===== src/source/lru_geom_pkg.sv =====
package lru_geom_pkg;

  // cache geometry
  localparam int Ways    = 4;
  localparam int Sets    = 16;
  localparam int WayBits = 2;  // log2(Ways)
  localparam int SetBits = 4;  // log2(Sets)

  // way index, also wide enough for one age
  typedef logic [WayBits-1:0] wayT;

  // 0 = most recent, Ways-1 = victim
  typedef logic [WayBits-1:0] ageT;

  typedef logic [SetBits-1:0] setT;

  // ages of one set, way k in slice k
  typedef logic [Ways*WayBits-1:0] agesT;

  // way k holds age k, so way 3 starts out as victim
  localparam agesT InitAges = {
    ageT'(3),
    ageT'(2),
    ageT'(1),
    ageT'(0)
  };

endpackage


===== src/source/lru_op_pkg.sv =====
package lru_op_pkg;

  // request opcode
  typedef logic [1:0] opT;

  // read victim only, no update
  localparam opT OpQuery = 2'd0;

  // one hit way becomes most recent
  localparam opT OpTouch = 2'd1;

  // wayA most recent, wayB next
  localparam opT OpPair  = 2'd2;

  // restore initial order of the set
  localparam opT OpInit  = 2'd3;

endpackage


===== src/source/lru_op_if.sv =====
`timescale 1ns/1ps

interface lru_op_if;

  logic                valid;  // one-cycle strobe
  lru_op_pkg::opT      op;     // never a degenerate pair
  lru_geom_pkg::setT   set;
  lru_geom_pkg::wayT   wayA;   // hit way, or first way of pair
  lru_geom_pkg::wayT   wayB;   // second way of pair

  // decode side
  modport src (
    output valid,
    output op,
    output set,
    output wayA,
    output wayB
  );

  // execute side
  modport dst (
    input valid,
    input op,
    input set,
    input wayA,
    input wayB
  );

endinterface


===== src/source/lru_age_update.sv =====
`timescale 1ns/1ps

module lru_age_update (
  input  lru_geom_pkg::ageT age,      // current age of this way
  input  lru_op_pkg::opT    op,
  input  lru_geom_pkg::wayT wayA,
  input  lru_geom_pkg::wayT wayB,
  input  lru_geom_pkg::ageT hitAgeA,  // current age of wayA
  input  lru_geom_pkg::ageT hitAgeB,  // current age of wayB
  input  lru_geom_pkg::wayT way,      // index of this way
  output lru_geom_pkg::ageT newAge
);

  logic              isWayA;
  logic              isWayB;
  logic              youngerA;  // more recent than wayA
  logic              youngerB;  // more recent than wayB
  lru_geom_pkg::ageT ageInc1;
  lru_geom_pkg::ageT pairBump;  // 0, 1 or 2

  assign isWayA   = (way == wayA);
  assign isWayB   = (way == wayB);
  assign youngerA = (age < hitAgeA);
  assign youngerB = (age < hitAgeB);

  assign ageInc1  = age + lru_geom_pkg::ageT'(1);
  assign pairBump = lru_geom_pkg::ageT'(youngerA) + lru_geom_pkg::ageT'(youngerB);

  always_comb begin
    newAge = age;  // query and idle keep the age
    case (op)
      lru_op_pkg::OpInit: begin
        newAge = way;  // way k back to age k
      end
      lru_op_pkg::OpTouch: begin
        if (isWayA) begin
          newAge = '0;
        end else if (youngerA) begin
          newAge = ageInc1;  // slides back behind the hit way
        end
      end
      lru_op_pkg::OpPair: begin
        // decode guarantees wayA != wayB here
        if (isWayA) begin
          newAge = '0;
        end else if (isWayB) begin
          newAge = lru_geom_pkg::ageT'(1);
        end else begin
          // younger than both moves by two, than one by one
          newAge = age + pairBump;
        end
      end
      default: begin
        newAge = age;
      end
    endcase
  end

endmodule


===== src/source/lru_decode.sv =====
`timescale 1ns/1ps

module lru_decode (
  input  logic              clk,
  input  logic              rstN,
  input  logic              reqValid,
  input  lru_op_pkg::opT    reqOp,
  input  lru_geom_pkg::setT reqSet,
  input  lru_geom_pkg::wayT reqWayA,
  input  lru_geom_pkg::wayT reqWayB,
  lru_op_if.src             op
);

  logic           samePair;  // pair naming the same way twice
  lru_op_pkg::opT decOp;

  assign samePair = (reqOp == lru_op_pkg::OpPair) && (reqWayA == reqWayB);

  // a degenerate pair is just a touch of wayA
  assign decOp = samePair ? lru_op_pkg::OpTouch : reqOp;

  // strobe register
  always_ff @(posedge clk) begin
    if (!rstN) begin
      op.valid <= 1'b0;
    end else begin
      op.valid <= reqValid;
    end
  end

  // payload only moves on a real request
  always_ff @(posedge clk) begin
    if (reqValid) begin
      op.op   <= decOp;
      op.set  <= reqSet;
      op.wayA <= reqWayA;
      op.wayB <= reqWayB;  // don't care after re-coding
    end
  end

endmodule


===== src/source/lru_execute.sv =====
`timescale 1ns/1ps

module lru_execute (
  input  logic               clk,
  input  logic               rstN,
  lru_op_if.dst              op,
  output logic               stValid,
  output lru_geom_pkg::setT  stSet,
  output lru_geom_pkg::agesT stAges
);

  localparam int WayBits = lru_geom_pkg::WayBits;

  lru_geom_pkg::agesT ageMem [lru_geom_pkg::Sets];  // one age vector per set

  lru_geom_pkg::agesT rdAges;   // ages of the addressed set
  lru_geom_pkg::agesT newAges;  // ages after this request
  lru_geom_pkg::ageT  hitAgeA;
  lru_geom_pkg::ageT  hitAgeB;

  // combinational read, so a write at the last edge is seen now
  assign rdAges  = ageMem[op.set];
  assign hitAgeA = rdAges[op.wayA*WayBits +: WayBits];
  assign hitAgeB = rdAges[op.wayB*WayBits +: WayBits];

  // one updater per way, all see the same hit ages
  for (genvar k = 0; k < lru_geom_pkg::Ways; k++) begin : genWay
    lru_age_update uAgeUpdate (
      .age     (rdAges[k*WayBits +: WayBits]),
      .op      (op.op),
      .wayA    (op.wayA),
      .wayB    (op.wayB),
      .hitAgeA (hitAgeA),
      .hitAgeB (hitAgeB),
      .way     (lru_geom_pkg::wayT'(k)),
      .newAge  (newAges[k*WayBits +: WayBits])
    );
  end

  // age array, every set starts in init order
  always_ff @(posedge clk) begin
    if (!rstN) begin
      for (int s = 0; s < lru_geom_pkg::Sets; s++) begin
        ageMem[s] <= lru_geom_pkg::InitAges;
      end
    end else if (op.valid) begin
      ageMem[op.set] <= newAges;
    end
  end

  // result strobe
  always_ff @(posedge clk) begin
    if (!rstN) begin
      stValid <= 1'b0;
    end else begin
      stValid <= op.valid;
    end
  end

  // same edge as the array write
  always_ff @(posedge clk) begin
    if (op.valid) begin
      stSet  <= op.set;
      stAges <= newAges;
    end
  end

endmodule


===== src/source/lru_result.sv =====
`timescale 1ns/1ps

module lru_result (
  input  logic               clk,
  input  logic               rstN,
  input  logic               stValid,
  input  lru_geom_pkg::setT  stSet,
  input  lru_geom_pkg::agesT stAges,
  output logic               rspValid,
  output lru_geom_pkg::setT  rspSet,
  output lru_geom_pkg::wayT  rspVictim
);

  localparam int WayBits = lru_geom_pkg::WayBits;
  localparam lru_geom_pkg::ageT OldestAge = lru_geom_pkg::ageT'(lru_geom_pkg::Ways - 1);

  lru_geom_pkg::wayT victim;

  // exactly one way holds the oldest age
  always_comb begin
    victim = '0;
    for (int k = 0; k < lru_geom_pkg::Ways; k++) begin
      if (stAges[k*WayBits +: WayBits] == OldestAge) begin
        victim = lru_geom_pkg::wayT'(k);
      end
    end
  end

  always_ff @(posedge clk) begin
    if (!rstN) begin
      rspValid <= 1'b0;
    end else begin
      rspValid <= stValid;
    end
  end

  // response payload
  always_ff @(posedge clk) begin
    if (stValid) begin
      rspSet    <= stSet;
      rspVictim <= victim;
    end
  end

endmodule


===== src/source/lru_top.sv =====
`timescale 1ns/1ps

module lru_top (
  input  logic              clk,
  input  logic              rstN,
  // request, one-cycle strobe, never stalled
  input  logic              reqValid,
  input  lru_op_pkg::opT    reqOp,
  input  lru_geom_pkg::setT reqSet,
  input  lru_geom_pkg::wayT reqWayA,
  input  lru_geom_pkg::wayT reqWayB,
  // response, 3 cycles after request
  output logic              rspValid,
  output lru_geom_pkg::setT rspSet,
  output lru_geom_pkg::wayT rspVictim
);

  lru_op_if opBus ();  // decode to execute

  // execute to result
  logic               stValid;
  lru_geom_pkg::setT  stSet;
  lru_geom_pkg::agesT stAges;

  lru_decode uDecode (
    .clk      (clk),
    .rstN     (rstN),
    .reqValid (reqValid),
    .reqOp    (reqOp),
    .reqSet   (reqSet),
    .reqWayA  (reqWayA),
    .reqWayB  (reqWayB),
    .op       (opBus.src)
  );

  lru_execute uExecute (
    .clk     (clk),
    .rstN    (rstN),
    .op      (opBus.dst),
    .stValid (stValid),
    .stSet   (stSet),
    .stAges  (stAges)
  );

  lru_result uResult (
    .clk       (clk),
    .rstN      (rstN),
    .stValid   (stValid),
    .stSet     (stSet),
    .stAges    (stAges),
    .rspValid  (rspValid),
    .rspSet    (rspSet),
    .rspVictim (rspVictim)
  );

endmodule


===== config.mk =====
export PLATFORM = sky130hd
export DESIGN_NAME = lru_top
export DESIGN_NICKNAME = d
export VERILOG_FILES = /design/src/source/lru_geom_pkg.sv /design/src/source/lru_op_pkg.sv /design/src/source/lru_op_if.sv /design/src/source/lru_age_update.sv /design/src/source/lru_decode.sv /design/src/source/lru_execute.sv /design/src/source/lru_result.sv /design/src/source/lru_top.sv
export SDC_FILE = /design/constraint.sdc
export NUM_CORES = 1
export LEC_CHECK = 0
export ABC_AREA = 0
export BUFFER_PORTS_ARGS = -buffer_cell sky130_fd_sc_hd__buf_2
export CAP_MARGIN = 20
export CORE_MARGIN = 3
export CORE_UTILIZATION = 54
export CTS_BUF_LIST = sky130_fd_sc_hd__clkbuf_16
export CTS_CLUSTER_DIAMETER = 40
export DETAILED_ROUTE_END_ITERATION = 8
export PLACE_DENSITY = 0.7
export SYNTH_ARGS = -nofsm -noshare
export SYNTH_HDL_FRONTEND = slang
export SYNTH_SLANG_ARGS = --single-unit
export TNS_END_PERCENT = 30

===== constraint.sdc =====
create_clock -name clk -period 5.1 [get_ports clk]
set_input_delay 1.02 -clock clk [delete_from_list [all_inputs] [get_ports clk]]
set_output_delay 1.02 -clock clk [all_outputs]
set_load 0.01 [all_outputs]

# Word level (Yosys, flattened, before mapping)
# Memories as Yosys holds them, arrays and structs flattened. A register that Yosys moved wholly into a read port is not among the register bits.
# Cells that the tools add are included.
# word_totals
memories	1
output_inout_bits	7
ramBits	128
reg_bits	31
wordCells	84
# classes
addsub	12
order_cmp	8
muxes	30
n_reduce_logical	5
eq_ne	14
shifts	2
# memory_table
name	depth	width	read_ports	rd_ports_with_merged_regs	write_ports	line_no	text
uExecute.ageMem	16	8	1	1	16	lru_execute.sv:14	lru_geom_pkg::agesT ageMem [lru_geom_pkg::Sets];
# op_table
cell	n
$mux 2	16
$pmux 2 s3	4
$lt 2x2->1	8
$shiftx 8x4->2	2
$eq 2x2->1 const B	6
$add 1x1->2	4
$add 2x1->2 const B	4
$add 2x2->2	4
$eq 2x2->1 const A	4
$mux 4	2
$mux 8	1
$reduce_or 8->1	1
$mux 1	7
$eq 1x2->1 const A	2
$logic_not 2->1	2
$eq 2x1->1 const B	1
$eq 2x2->1	1
$reduce_or 2->1	1
$logic_and 1x1->1	1

# Logic depth before layout (Yosys ltp)
# Gate-level depths: netlist of run 1.
# depth
word_depth	8
depth_mapped	18

# Modules after synthesis
# From an unflattened synthesis of run 1, not the netlist that was laid out.
# unflattened
hier_cells	597
hier_area_um2	8044.0
# by_module_without_submodules
module	cells_each	area_per_inst_um2	n_inst
lru_execute	431	6483.7	1
lru_age_update	34	241.5	4
lru_decode	18	366.6	1
lru_result	12	227.7	1

# Least setup slack after synthesis of run 1
# Ideal clock, no wire load.
# synth_timing
path_type	register to register
startpoint	register (tool-made name)
endpoint	memory uExecute.ageMem[0][6] (netlist bit) (data pin)
setup_time_ns	0.268
stages_incl_launch_ff	18
setup_slack_ns	0.538
arrival_time_ns	4.294
required_time_ns	4.832
path_cell_list	dfxtp_1 -> buf_6 -> buf_12 -> buf_6 -> buf_4 -> mux4_2 -> mux4_2 -> mux4_1 -> inv_1 -> ha_1 -> a31o_2 -> fa_1 -> nand2_1 -> a21oi_1 -> o21ai_0 -> a21oi_1 -> clkbuf_1 -> nand2_1
# synth_rtl
item	line_no
to (decl)	lru_execute.sv:14

==> flow_results.xml, run 1 <==
<?xml version="1.0" encoding="UTF-8"?>
<metrics>
  <group name="run_status">
    <metric name="status" unit="">complete, no violations</metric>
  </group>
  <group name="sta">
    <metric name="max-slew-margin-rel" unit="%">49.64</metric>
    <metric name="timing_max_transition_violations_final" unit="">0</metric>
    <metric name="clock-skew-final" unit="ns">0.01169</metric>
    <metric name="fin_tns_setup" unit="ns">0</metric>
    <metric name="period_needed" unit="ns">4.957</metric>
    <metric name="post_route_clock_period_utilization" unit="%">97.19</metric>
    <metric name="achievable-frequency" unit="GHz">0.2018</metric>
    <metric name="grt_setup_unrepaired" unit="">no</metric>
    <metric name="hold_violations" unit="">0</metric>
    <metric name="total_setup_violations_reported_at_the_end_of_the_flow" unit="">0</metric>
    <metric name="postLayoutSetupSlackWorst" unit="ns">0.1434</metric>
    <metric name="worst_slew_pin_slew" unit="ns">0.7532</metric>
  </group>
  <group name="power_and_ir_drop">
    <metric name="power.share.clock" unit="%">37.3</metric>
    <metric name="seq_power_share" unit="%">46.6</metric>
    <metric name="max-vdd-ir-drop" unit="mV">0.2633</metric>
    <metric name="report.power.total" unit="W">0.003299</metric>
    <metric name="p_per_area" unit="nW/um2">374.9</metric>
    <metric name="p_int" unit="W">0.002396</metric>
    <metric name="leakage" unit="nW">2.859</metric>
    <metric name="net-switching-power" unit="W">0.0009037</metric>
    <metric name="swShare" unit="%">27.39</metric>
    <metric name="pwr-share-comb" unit="%">16.1</metric>
  </group>
  <group name="yosys">
    <metric name="synth.most_common_cell" unit="">edfxtp_1</metric>
    <metric name="dominantRegCellSynth" unit="">edfxtp_1</metric>
    <metric name="ys_async_sr_fraction" unit="%">0</metric>
    <metric name="mappedNetlistArea" unit="um2">8006</metric>
    <metric name="post_synthesis_cells" unit="">617</metric>
    <metric name="largest_area_contributor_in_the_synthesized_netlist" unit="">edfxtp_1</metric>
    <metric name="synth_fp_nets" unit="">646</metric>
    <metric name="synthesis.area_per_instance" unit="um2">12.98</metric>
    <metric name="post_synth_most_frequent_cells" unit="">154 x edfxtp_1, 94 x nand2_1, 80 x nor2_1, 30 x a21oi_1, 24 x o21ai_0</metric>
    <metric name="synth_area_leaders" unit="">edfxtp_1 58%, mux4_2 6.2%, nand2_1 4.4%, mux4_1 4.3%, nor2_1 3.8%</metric>
    <metric name="synth_top_cell_area_share" unit="%">57.76</metric>
    <metric name="synth.ff_latch_count" unit="">161</metric>
    <metric name="seq_area_frac_synth" unit="%">59.51</metric>
    <metric name="yosysWarnings" unit="">0</metric>
    <metric name="yosysUniqueCellTypes" unit="">62</metric>
    <metric name="number_of_enable_flip_flop_cells_after_synthesis" unit="">154</metric>
  </group>
  <group name="clock_network">
    <metric name="cts_hold_repair.buffers" unit="">0</metric>
    <metric name="clockBufferDepth" unit="">2</metric>
    <metric name="tritoncts" unit="">done</metric>
    <metric name="post-cts-setup-buffer-count" unit="">0</metric>
    <metric name="worst_skew_pair.late_latency" unit="ns">0.42</metric>
    <metric name="h-tree-depth" unit="">4</metric>
    <metric name="cts.root.buffer_cell" unit="">clkbuf_16</metric>
    <metric name="post_cts.resized_instances" unit="">0</metric>
    <metric name="clk_pin_slew" unit="ns">0.06</metric>
    <metric name="cts_buffers" unit="">17</metric>
    <metric name="clock_sinks" unit="">161</metric>
  </group>
  <group name="global_route">
    <metric name="grt_usage" unit="%">25.45</metric>
    <metric name="largest_net_degree_at_the_start_of_global_routing" unit="">34</metric>
    <metric name="number_of_global_route_vias_before_repair" unit="">5336</metric>
    <metric name="grt-ovfl-total" unit="">0</metric>
    <metric name="antenna_violations_before_repair" unit="">0</metric>
    <metric name="grt_pass1_wl" unit="mm">30.82</metric>
  </group>
  <group name="finish">
    <metric name="area.growth.synth_to_final" unit="%">9.923</metric>
    <metric name="n_diodes" unit="">0</metric>
    <metric name="area_of_the_multi_input_gates" unit="um2">2967</metric>
    <metric name="fin_area" unit="um2">8801</metric>
    <metric name="finalCoreUtilization" unit="%">61.96</metric>
    <metric name="num-nets-final" unit="">665</metric>
    <metric name="drive_above_1_share" unit="%">17.59</metric>
    <metric name="n_fill_cell" unit="">1096</metric>
    <metric name="seqCellArea" unit="um2">4766</metric>
  </group>
  <group name="floorplan">
    <metric name="floorplan.die.width" unit="um">127.8</metric>
    <metric name="std_cell_rows" unit="">43</metric>
    <metric name="starting_density_of_the_core" unit="%">56.37</metric>
    <metric name="die_span_y" unit="um">127.8</metric>
    <metric name="io_pins" unit="">20</metric>
    <metric name="die-area" unit="um2">16320</metric>
    <metric name="core_ar" unit="um2">14200</metric>
  </group>
  <group name="worst_setup_path">
    <metric name="cp-end-kind" unit="">register</metric>
    <metric name="worst-path-buf-inv" unit="">4</metric>
    <metric name="cp-start-kind" unit="">register</metric>
    <metric name="timing.critical_path.fanout_max" unit="">17</metric>
    <metric name="path_delay_family" unit="">multiplexers</metric>
    <metric name="crit_top_cell" unit="">buf_4</metric>
    <metric name="critical_path_required" unit="ns">5.26</metric>
    <metric name="worstSetupPathType" unit="">reg -&gt; reg</metric>
    <metric name="crit_path_top_delay_cell" unit="">dfxtp_1</metric>
    <metric name="critical_path.cell_chain" unit="">buf_4 -&gt; buf_4 -&gt; mux4_1 -&gt; mux2i_1 -&gt; mux2i_1 -&gt; mux4_1 -&gt; inv_1 -&gt; ha_1 -&gt; a21oi_1 -&gt; fa_1 -&gt; o21ai_0 -&gt; a21oi_1 -&gt; a311oi_2 -&gt; buf_4 -&gt; nand2_1</metric>
    <metric name="critPathMaxStageDelay" unit="ns">0.67</metric>
    <metric name="critPathArrivalTime" unit="ns">5.11</metric>
    <metric name="reg2reg_setup_slack" unit="ns">0.14</metric>
  </group>
  <group name="detailed_routing">
    <metric name="drtPass1Iterations" unit="">6</metric>
    <metric name="finalWirelength" unit="mm">19.89</metric>
    <metric name="via_count" unit="">5373</metric>
    <metric name="antenna_left" unit="">0</metric>
    <metric name="drc" unit="">0</metric>
    <metric name="drt-initial-drc-count" unit="">675</metric>
    <metric name="vias_per_std_cell" unit="">6.489</metric>
    <metric name="routed_wire_length_per_instance" unit="um">24.02</metric>
  </group>
  <group name="placement">
    <metric name="port_bufs" unit="">19</metric>
    <metric name="weighted_congestion_reported_at_the_end_of_routability_driven_placement" unit="">0.9216</metric>
    <metric name="place_worst_setup_slack" unit="ns">0.3406</metric>
    <metric name="detailedPlacementHpwl" unit="mm">13.84</metric>
    <metric name="placed_cell_area" unit="um2">8234</metric>
  </group>
  <group name="worst_hold_path">
    <metric name="worstHoldPathType" unit="">reg -&gt; reg</metric>
  </group>
  <group name="flow_run">
    <metric name="drv_cap" unit="">0</metric>
  </group>
</metrics>
metal layers:
metal  up-vias  share of wire (%)  global-route usage (%)  routed length, um
met3        50                9.2                   6.333               1828
met4         0                3.0                   9.675                603
li1       2358                  -                       -                  -
met1      2648                 40                   34.84               7912
met2       317                 48                   39.77               9546
met5         -                  0                       0                  0
cell type report:
class,instances,area share [%]
Clock inverter,14,1.606
Clock buffer,17,4.834
Multi-Input combinational cell,407,33.71
Inverter,15,0.6397
Sequential cell,161,54.15
Tap cell,180,2.559
Timing Repair Buffer,34,2.502
worst paths after layout:
kind | start | cells after the start | endpoint
setup reg to reg | register | 15 | uExecute.ageMem[8][2]
hold / removal | uExecute.stSet[3] | 0 | uResult.rspSet[3]
setup / recovery | register | 15 | uExecute.ageMem[8][2]
hold reg to reg | uExecute.stSet[3] | 0 | uResult.rspSet[3]
layout by cell type, fill, tap and decap left out, drive strengths merged, types with 12 or more instances in the layout:
master | netlist | final
inv | 14 | 19
mux4 | 35 | 35
mux2i | 13 | 13
nor2 | 90 | 90
nand2 | 94 | 94
ha | 12 | 12
edfxtp | 154 | 154
buf | 25 | 34
clkbuf | 9 | 17
nor3 | 12 | 12
o21ai | 25 | 25
a21oi | 31 | 31
stage by stage:
stage,hold WS [ns],instances
6_report,0.4118,828
5_1_grt,0.4251,828
4_1_cts,0.4150,828
3_5_place_dp,0.4070,797
3_3_place_gp,0.4058,797
2_1_floorplan,0.4003,617
state kept, by name, summed over array words and instances, names as in the netlist, named ones only:
signal and cells:
uResult.rspValid 1, uResult.rspSet 4, uExecute.stValid 1, uDecode.op.set 4
uExecute.ageMem 128, uResult.rspVictim 2, uExecute.stSet 4, uDecode.op.wayB 2
uDecode.op.op 2, uExecute.stAges 6, uDecode.op.valid 1, uDecode.op.wayA 2
power by group through the flow:
stage                     Combinational [W]  Sequential [W]  Clock, W
after floorplan                    0.000393         0.00153         0
after global routing               0.000575         0.00154   0.00130
after CTS                          0.000524         0.00154   0.00124
after detailed placement           0.000520         0.00156         0
final                              0.000530         0.00154   0.00123
after global placement             0.000508         0.00156         0
logic make-up (layout without fill, tap and decap cells):
| group | count (synthesis) | after routing | share of synthesized area [%] |
|---|---|---|---|
| xor+xnor | 2 | 2 | 0.2188 |
| simple gates | 240 | 240 | 13.17 |
| buf+inv | 49 | 80 | 3.438 |
| fa+ha+maj | 16 | 16 | 2.875 |
| mux | 55 | 55 | 13.06 |
| compound gates | 94 | 94 | 7.720 |
| flops | 161 | 161 | 59.51 |
(Power assumes the default switching activity.)
==> run 2: changes to the inputs <==
RECOVER_POWER = 50   (was unset)
==> run 2 against run 1 <==
Against the previous run: clock skew about the same; hold slack barely moved; maximum frequency is 0.70% higher; combinational power barely moved; cell count unchanged; first-iteration DRC count is the same; largest power group unchanged; global-route usage did not move; die area unchanged; routed wire length rose by 0.15%.
==> flow_results.xml, run 2 (synthesis gave the netlist of run 1 again) <==
<?xml version="1.0" encoding="UTF-8"?>
<metrics>
  <group name="finish">
    <metric name="largest_register_ffs" unit="">128</metric>
    <metric name="layout_top_registers" unit="">uExecute.ageMem x128, uExecute.stAges x6</metric>
    <metric name="num-nets-final" unit="">665</metric>
    <metric name="final_cells" unit="">828</metric>
    <metric name="finalCoreUtilization" unit="%">61.85</metric>
    <metric name="regMostFlops" unit="">uExecute.ageMem</metric>
    <metric name="most-common-layout-cells" unit="">154 x edfxtp_1, 94 x nand2_1, 80 x nor2_1</metric>
    <metric name="mostFrequentLayoutCell" unit="">edfxtp_1</metric>
    <metric name="area.growth.synth_to_final" unit="%">9.720</metric>
    <metric name="drive_above_1_share" unit="%">15.59</metric>
    <metric name="n_diodes" unit="">0</metric>
  </group>
  <group name="worst_setup_path">
    <metric name="cp-start-kind" unit="">register</metric>
    <metric name="worstSetupPathType" unit="">reg -&gt; reg</metric>
    <metric name="timing.reg2reg.worst_path_depth" unit="">15</metric>
    <metric name="worstReg2RegEnd" unit="">uExecute.ageMem[8][2]</metric>
    <metric name="cp-end-kind" unit="">register</metric>
    <metric name="reg2reg_setup_slack" unit="ns">0.18</metric>
    <metric name="timing.critical_path.fanout_max" unit="">17</metric>
    <metric name="crit_end" unit="">uExecute.ageMem[8][2]</metric>
    <metric name="critical_path_required" unit="ns">5.26</metric>
    <metric name="critPathArrivalTime" unit="ns">5.08</metric>
  </group>
  <group name="placement">
    <metric name="detailedPlacementHpwl" unit="mm">13.84</metric>
    <metric name="weighted_congestion_reported_at_the_end_of_routability_driven_placement" unit="">0.9216</metric>
    <metric name="numPlacedInstances" unit="">797</metric>
    <metric name="port_bufs" unit="">19</metric>
    <metric name="place_worst_setup_slack" unit="ns">0.3406</metric>
  </group>
  <group name="detailed_routing">
    <metric name="via_count" unit="">5388</metric>
    <metric name="vias_per_std_cell" unit="">6.507</metric>
    <metric name="drtPass1Iterations" unit="">5</metric>
    <metric name="routed_wire_length_per_instance" unit="um">24.06</metric>
    <metric name="drt-initial-drc-count" unit="">675</metric>
    <metric name="drc" unit="">0</metric>
    <metric name="finalWirelength" unit="mm">19.92</metric>
    <metric name="antenna_left" unit="">0</metric>
  </group>
  <group name="sta">
    <metric name="max-slew-margin-rel" unit="%">35.11</metric>
    <metric name="grt_setup_unrepaired" unit="">no</metric>
    <metric name="achievable-frequency" unit="GHz">0.2032</metric>
    <metric name="timing_max_transition_violations_final" unit="">0</metric>
    <metric name="fin_hold_ws" unit="ns">0.4118</metric>
    <metric name="fin_tns_setup" unit="ns">0</metric>
    <metric name="postLayoutSetupSlackWorst" unit="ns">0.1777</metric>
    <metric name="period_needed" unit="ns">4.922</metric>
    <metric name="worst_slew_pin_slew" unit="ns">0.9734</metric>
    <metric name="hold_violations" unit="">0</metric>
    <metric name="post_route_clock_period_utilization" unit="%">96.52</metric>
    <metric name="total_setup_violations_reported_at_the_end_of_the_flow" unit="">0</metric>
    <metric name="clock-skew-final" unit="ns">0.01159</metric>
  </group>
  <group name="clock_network">
    <metric name="worst_skew_pair.late_latency" unit="ns">0.42</metric>
    <metric name="tritoncts" unit="">done</metric>
    <metric name="cts_hold_repair.buffers" unit="">0</metric>
    <metric name="post-cts-setup-buffer-count" unit="">0</metric>
    <metric name="cts_buffers" unit="">17</metric>
    <metric name="h-tree-depth" unit="">4</metric>
    <metric name="post_cts.resized_instances" unit="">0</metric>
    <metric name="clk_pin_slew" unit="ns">0.06</metric>
    <metric name="clockBufferDepth" unit="">2</metric>
    <metric name="cts.root.buffer_cell" unit="">clkbuf_16</metric>
    <metric name="clock_sinks" unit="">161</metric>
  </group>
  <group name="floorplan">
    <metric name="std_cell_rows" unit="">43</metric>
    <metric name="floorplan.die.width" unit="um">127.8</metric>
    <metric name="starting_density_of_the_core" unit="%">56.37</metric>
    <metric name="die-area" unit="um2">16320</metric>
    <metric name="io_pins" unit="">20</metric>
    <metric name="core_ar" unit="um2">14200</metric>
    <metric name="die_span_y" unit="um">127.8</metric>
  </group>
  <group name="worst_hold_path">
    <metric name="worstHoldPathType" unit="">reg -&gt; reg</metric>
  </group>
  <group name="global_route">
    <metric name="grt-ovfl-total" unit="">0</metric>
    <metric name="largest_net_degree_at_the_start_of_global_routing" unit="">34</metric>
    <metric name="grt_pass1_wl" unit="mm">30.82</metric>
    <metric name="number_of_global_route_vias_before_repair" unit="">5336</metric>
    <metric name="antenna_violations_before_repair" unit="">0</metric>
    <metric name="grt_usage" unit="%">25.45</metric>
  </group>
  <group name="power_and_ir_drop">
    <metric name="p_per_area" unit="nW/um2">375.6</metric>
    <metric name="max-vdd-ir-drop" unit="mV">0.2630</metric>
    <metric name="leakage" unit="nW">2.821</metric>
  </group>
  <group name="flow_run">
    <metric name="drv_cap" unit="">0</metric>
  </group>
  <group name="run_status">
    <metric name="status" unit="">complete, no violations</metric>
  </group>
</metrics>
[run 2: how the worst min path moves through the flow]
stage | startpoint | endpoint | slack, ns | depth (start not counted)
global route | uExecute.stSet[2] | uResult.rspSet[2] | 0.43 | 0
CTS | uExecute.stSet[3] | uResult.rspSet[3] | 0.42 | 0
global placement | uExecute.stSet[3] | uResult.rspSet[3] | 0.41 | 0
detailed placement | uExecute.stSet[3] | uResult.rspSet[3] | 0.41 | 0
floorplan | uExecute.stSet[0] | uResult.rspSet[0] | 0.40 | 0
finish | uExecute.stSet[3] | uResult.rspSet[3] | 0.41 | 0
[run 2: final cells by class]
type | count | area, um2
clock buffers | 17 | 425.4
clock inverters | 14 | 141.4
fillers | 1103 | 5419
inverters | 15 | 56.30
multi-input cells | 407 | 2967
flip-flops and latches | 161 | 4766
well taps | 180 | 225.2
repair buffers | 34 | 203.9
[run 2: per-stage QoR]
stage                     area, um2  power (W)
after floorplan                8006   0.001925
after global placement         8234   0.002070
after detailed placement       8234   0.002085
after CTS                      8801   0.003301
after global routing           8785   0.003413
final                          8785   0.003300
[run 2: worst max-delay path, cell delays in order (launching register included)]
cell,delay [ns]
dfxtp_1,0.66
buf_4,0.28
buf_4,0.19
mux4_1,0.29
mux2i_1,0.31
mux2i_1,0.21
mux4_1,0.50
inv_1,0.15
ha_1,0.29
a21oi_1,0.28
fa_1,0.45
o21ai_0,0.20
a21oi_1,0.12
a311oi_2,0.29
buf_4,0.33
nand2_1,0.10
[run 2: layer usage]
| layer | global-route usage [%] | up-vias | share of wire [%] |
|---|---|---|---|
| met4 | 9.675 | 0 | 3.4 |
| met2 | 39.77 | 317 | 48 |
| met1 | 34.84 | 2660 | 40 |
| li1 | - | 2356 | - |
| met5 | 0 | - | 0 |
| met3 | 6.333 | 55 | 9.0 |
[run 2: where the power goes]
part / switching (W) / total, W / internal (W)
Combinational: 0.000346 / 0.000530 / 0.000184
Sequential: 0.0000449 / 0.00154 / 0.00149
Clock: 0.000514 / 0.00123 / 0.000718
Total: 0.000905 / 0.00330 / 0.00239
==> run 3: changes to the inputs <==
PLACE_DENSITY = 0.73   (was 0.7)
clock period = 4 ns   (was 5.1 ns; I/O delays follow)
==> run 3 against run 2 <==
Against the previous run: the run now ends with setup timing left; die area did not move; sequential share of layout area is 5.2 points lower; largest cell class unchanged; cell count grew 5.7%; highest routed layer unchanged; count of clock-buffer cells in the layout did not move; critical path type unchanged.
==> flow_results.xml, run 3 (synthesis gave the netlist of run 1 again) <==
<?xml version="1.0" encoding="UTF-8"?>
<metrics>
  <group name="worst_setup_path">
    <metric name="critical_path_required" unit="ns">4.16</metric>
    <metric name="cp-end-kind" unit="">register</metric>
    <metric name="worstSetupPathType" unit="">reg -&gt; reg</metric>
    <metric name="crit_path_top_delay_cell" unit="">mux4_2</metric>
    <metric name="cp-start-kind" unit="">register</metric>
    <metric name="critPathArrivalTime" unit="ns">4.34</metric>
    <metric name="critPathMaxStageDelay" unit="ns">0.55</metric>
    <metric name="critical_path.cell_chain" unit="">buf_12 -&gt; mux4_2 -&gt; mux4_2 -&gt; mux4_2 -&gt; clkinv_4 -&gt; ha_4 -&gt; a31o_4 -&gt; fa_2 -&gt; nand3_1 -&gt; nor3_1 -&gt; a21oi_2 -&gt; a31o_4 -&gt; clkbuf_16 -&gt; o21ai_2</metric>
    <metric name="crit_top_cell" unit="">mux4_2</metric>
    <metric name="timing.critical_path.fanout_max" unit="">8</metric>
  </group>
  <group name="global_route">
    <metric name="antenna_violations_before_repair" unit="">0</metric>
    <metric name="number_of_global_route_vias_before_repair" unit="">5525</metric>
    <metric name="groute.layer.met1.usage" unit="%">32.61</metric>
    <metric name="grt.met3_usage" unit="%">4.375</metric>
    <metric name="grt_pass1_wl" unit="mm">30.75</metric>
    <metric name="grt.met2_usage" unit="%">41.99</metric>
    <metric name="grt_usage" unit="%">25.26</metric>
    <metric name="grt-busiest-layer" unit="">met2</metric>
    <metric name="grt-ovfl-total" unit="">0</metric>
    <metric name="largest_net_degree_at_the_start_of_global_routing" unit="">21</metric>
  </group>
  <group name="worst_hold_path">
    <metric name="worstHoldPathType" unit="">reg -&gt; reg</metric>
  </group>
  <group name="sta">
    <metric name="achievable-frequency" unit="GHz">0.2390</metric>
    <metric name="total_setup_violations_reported_at_the_end_of_the_flow" unit="">117</metric>
    <metric name="hold_violations" unit="">0</metric>
    <metric name="post_route_clock_period_utilization" unit="%">104.6</metric>
    <metric name="clock-skew-final" unit="ns">0.009691</metric>
    <metric name="period_needed" unit="ns">4.185</metric>
    <metric name="fin_tns_setup" unit="ns">-10.03</metric>
    <metric name="postLayoutSetupSlackWorst" unit="ns">-0.1846</metric>
    <metric name="worst_slew_pin_slew" unit="ns">0.9270</metric>
    <metric name="max-slew-margin-rel" unit="%">38.20</metric>
    <metric name="timing_max_transition_violations_final" unit="">0</metric>
    <metric name="fin_hold_ws" unit="ns">0.4124</metric>
    <metric name="grt_setup_unrepaired" unit="">yes</metric>
  </group>
  <group name="clock_network">
    <metric name="h-tree-depth" unit="">4</metric>
    <metric name="cts_buffers" unit="">17</metric>
    <metric name="cts.root.buffer_cell" unit="">clkbuf_16</metric>
    <metric name="clockBufferDepth" unit="">2</metric>
    <metric name="cts_hold_repair.buffers" unit="">0</metric>
    <metric name="worst_skew_pair.late_latency" unit="ns">0.43</metric>
    <metric name="tritoncts" unit="">done</metric>
    <metric name="clock_sinks" unit="">161</metric>
    <metric name="clk_pin_slew" unit="ns">0.07</metric>
  </group>
  <group name="finish">
    <metric name="area.growth.synth_to_final" unit="%">21.43</metric>
    <metric name="layout_top_registers" unit="">uExecute.ageMem x128, uExecute.stAges x6</metric>
    <metric name="largest_register_ffs" unit="">128</metric>
    <metric name="mostFrequentLayoutCell" unit="">edfxtp_1</metric>
    <metric name="num-nets-final" unit="">711</metric>
    <metric name="n_fill_cell" unit="">974</metric>
    <metric name="n_diodes" unit="">0</metric>
    <metric name="most-common-layout-cells" unit="">154 x edfxtp_1, 93 x nand2_1, 67 x nor2_1</metric>
    <metric name="regMostFlops" unit="">uExecute.ageMem</metric>
    <metric name="drive_above_1_share" unit="%">30.79</metric>
  </group>
  <group name="floorplan">
    <metric name="io_pins" unit="">20</metric>
    <metric name="die-area" unit="um2">16320</metric>
    <metric name="starting_density_of_the_core" unit="%">56.37</metric>
    <metric name="std_cell_rows" unit="">43</metric>
    <metric name="floorplan.die.width" unit="um">127.8</metric>
    <metric name="core_ar" unit="um2">14200</metric>
    <metric name="die_span_y" unit="um">127.8</metric>
  </group>
  <group name="placement">
    <metric name="port_bufs" unit="">19</metric>
    <metric name="detailedPlacementHpwl" unit="mm">13.65</metric>
    <metric name="weighted_congestion_reported_at_the_end_of_routability_driven_placement" unit="">0.9008</metric>
  </group>
  <group name="run_status">
    <metric name="violations" unit="">setup timing</metric>
    <metric name="status" unit="">finished with violations</metric>
  </group>
  <group name="power_and_ir_drop">
    <metric name="max-vdd-ir-drop" unit="mV">0.3757</metric>
    <metric name="p_int" unit="W">0.003285</metric>
    <metric name="pwr-share-comb" unit="%">22.3</metric>
    <metric name="swShare" unit="%">28.08</metric>
    <metric name="leakage" unit="nW">3.125</metric>
    <metric name="p_per_area" unit="nW/um2">469.8</metric>
    <metric name="net-switching-power" unit="W">0.001282</metric>
    <metric name="power.share.clock" unit="%">34.9</metric>
    <metric name="seq_power_share" unit="%">42.8</metric>
  </group>
  <group name="detailed_routing">
    <metric name="drtPass1Iterations" unit="">6</metric>
    <metric name="antenna_left" unit="">0</metric>
    <metric name="finalWirelength" unit="mm">20.48</metric>
    <metric name="via_count" unit="">5589</metric>
    <metric name="drt-initial-drc-count" unit="">651</metric>
    <metric name="drc" unit="">0</metric>
    <metric name="vias_per_std_cell" unit="">6.387</metric>
    <metric name="routed_wire_length_per_instance" unit="um">23.41</metric>
  </group>
  <group name="flow_run">
    <metric name="drv_cap" unit="">0</metric>
  </group>
</metrics>
[run 3: cell types whose count changed in the layout (fill, tap and decap cells not counted), moves of 7 or more]
cell / previous run / this run
o21ai_0: 24 / 3
nor2_4: 1 / 8
o21ai_2: 0 / 16
buf_4: 14 / 41
nor2_1: 80 / 67
buf_12: 1 / 12
[run 3: area by class of cell]
class                      instances  area [um2]  area share [%]
clock buffer                      17       425.4           4.376
clock inverter                    15       158.9           1.634
inverter                          15       63.81          0.6564
multi-input combinational        407        3297           33.91
sequential                       161        4770           49.06
tap                              180       225.2           2.317
timing repair buffer              80       782.0           8.044
[run 3: through the flow]
step                total power [W]  std cells  worst slack, ns  instance area, um2  util (%)
global placement           0.002793        832         -0.09075                8672     61.06
global route               0.004717        875          -0.2913                9722     68.45
CTS                        0.004393        866          -0.1331                9318     65.60
floorplan                  0.002501        617          -0.2074                8104         -
detailed placement         0.002806        832          -0.2101                8672     61.06
finish                     0.004567        875          -0.1846                9722     68.45
[run 3: timing repair]
item,CTS,global route
setup endpoints to repair,134,134
hold endpoints to repair,0,0
gates cloned,0,5
setup buffers,2,4
pin swaps,6,21
resized for setup,31,64
[run 3: power groups by stage]
stage / registers [W] / clock network, W / logic [W]
4_1_cts: 0.00195 / 0.00160 / 0.000847
2_1_floorplan: 0.00195 / 0 / 0.000548
5_1_grt: 0.00196 / 0.00167 / 0.00109
3_3_place_gp: 0.00198 / 0 / 0.000810
3_5_place_dp: 0.00199 / 0 / 0.000821
6_report: 0.00195 / 0.00160 / 0.00102
[run 3: metal layers]
metal	vias up	part of all wire [%]
met2	298	51
met4	0	3.3
li1	2448	-
met5	-	0
met1	2784	38
met3	59	7.3
[run 3: worst paths after layout]
path / endpoint / cells after the start / slack (ns) / startpoint
max reg2reg: uExecute.ageMem[15][7] / 14 / -0.18 / register
max: uExecute.ageMem[15][7] / 14 / -0.18 / register
min: uResult.rspSet[3] / 0 / 0.41 / uExecute.stSet[3]
min reg2reg: uResult.rspSet[3] / 0 / 0.41 / uExecute.stSet[3]
[run 3: worst max-delay path, delay by kind of cell (launching register included)]
family	cells	cell delay, ns
buffers and inverters	3	0.44
adder cells (fa/ha/maj)	2	0.65
AND/OR/NAND/NOR	2	0.19
flip-flops	1	0.38
multiplexers	3	1.59
AO/OA/AOI/OAI	4	0.64
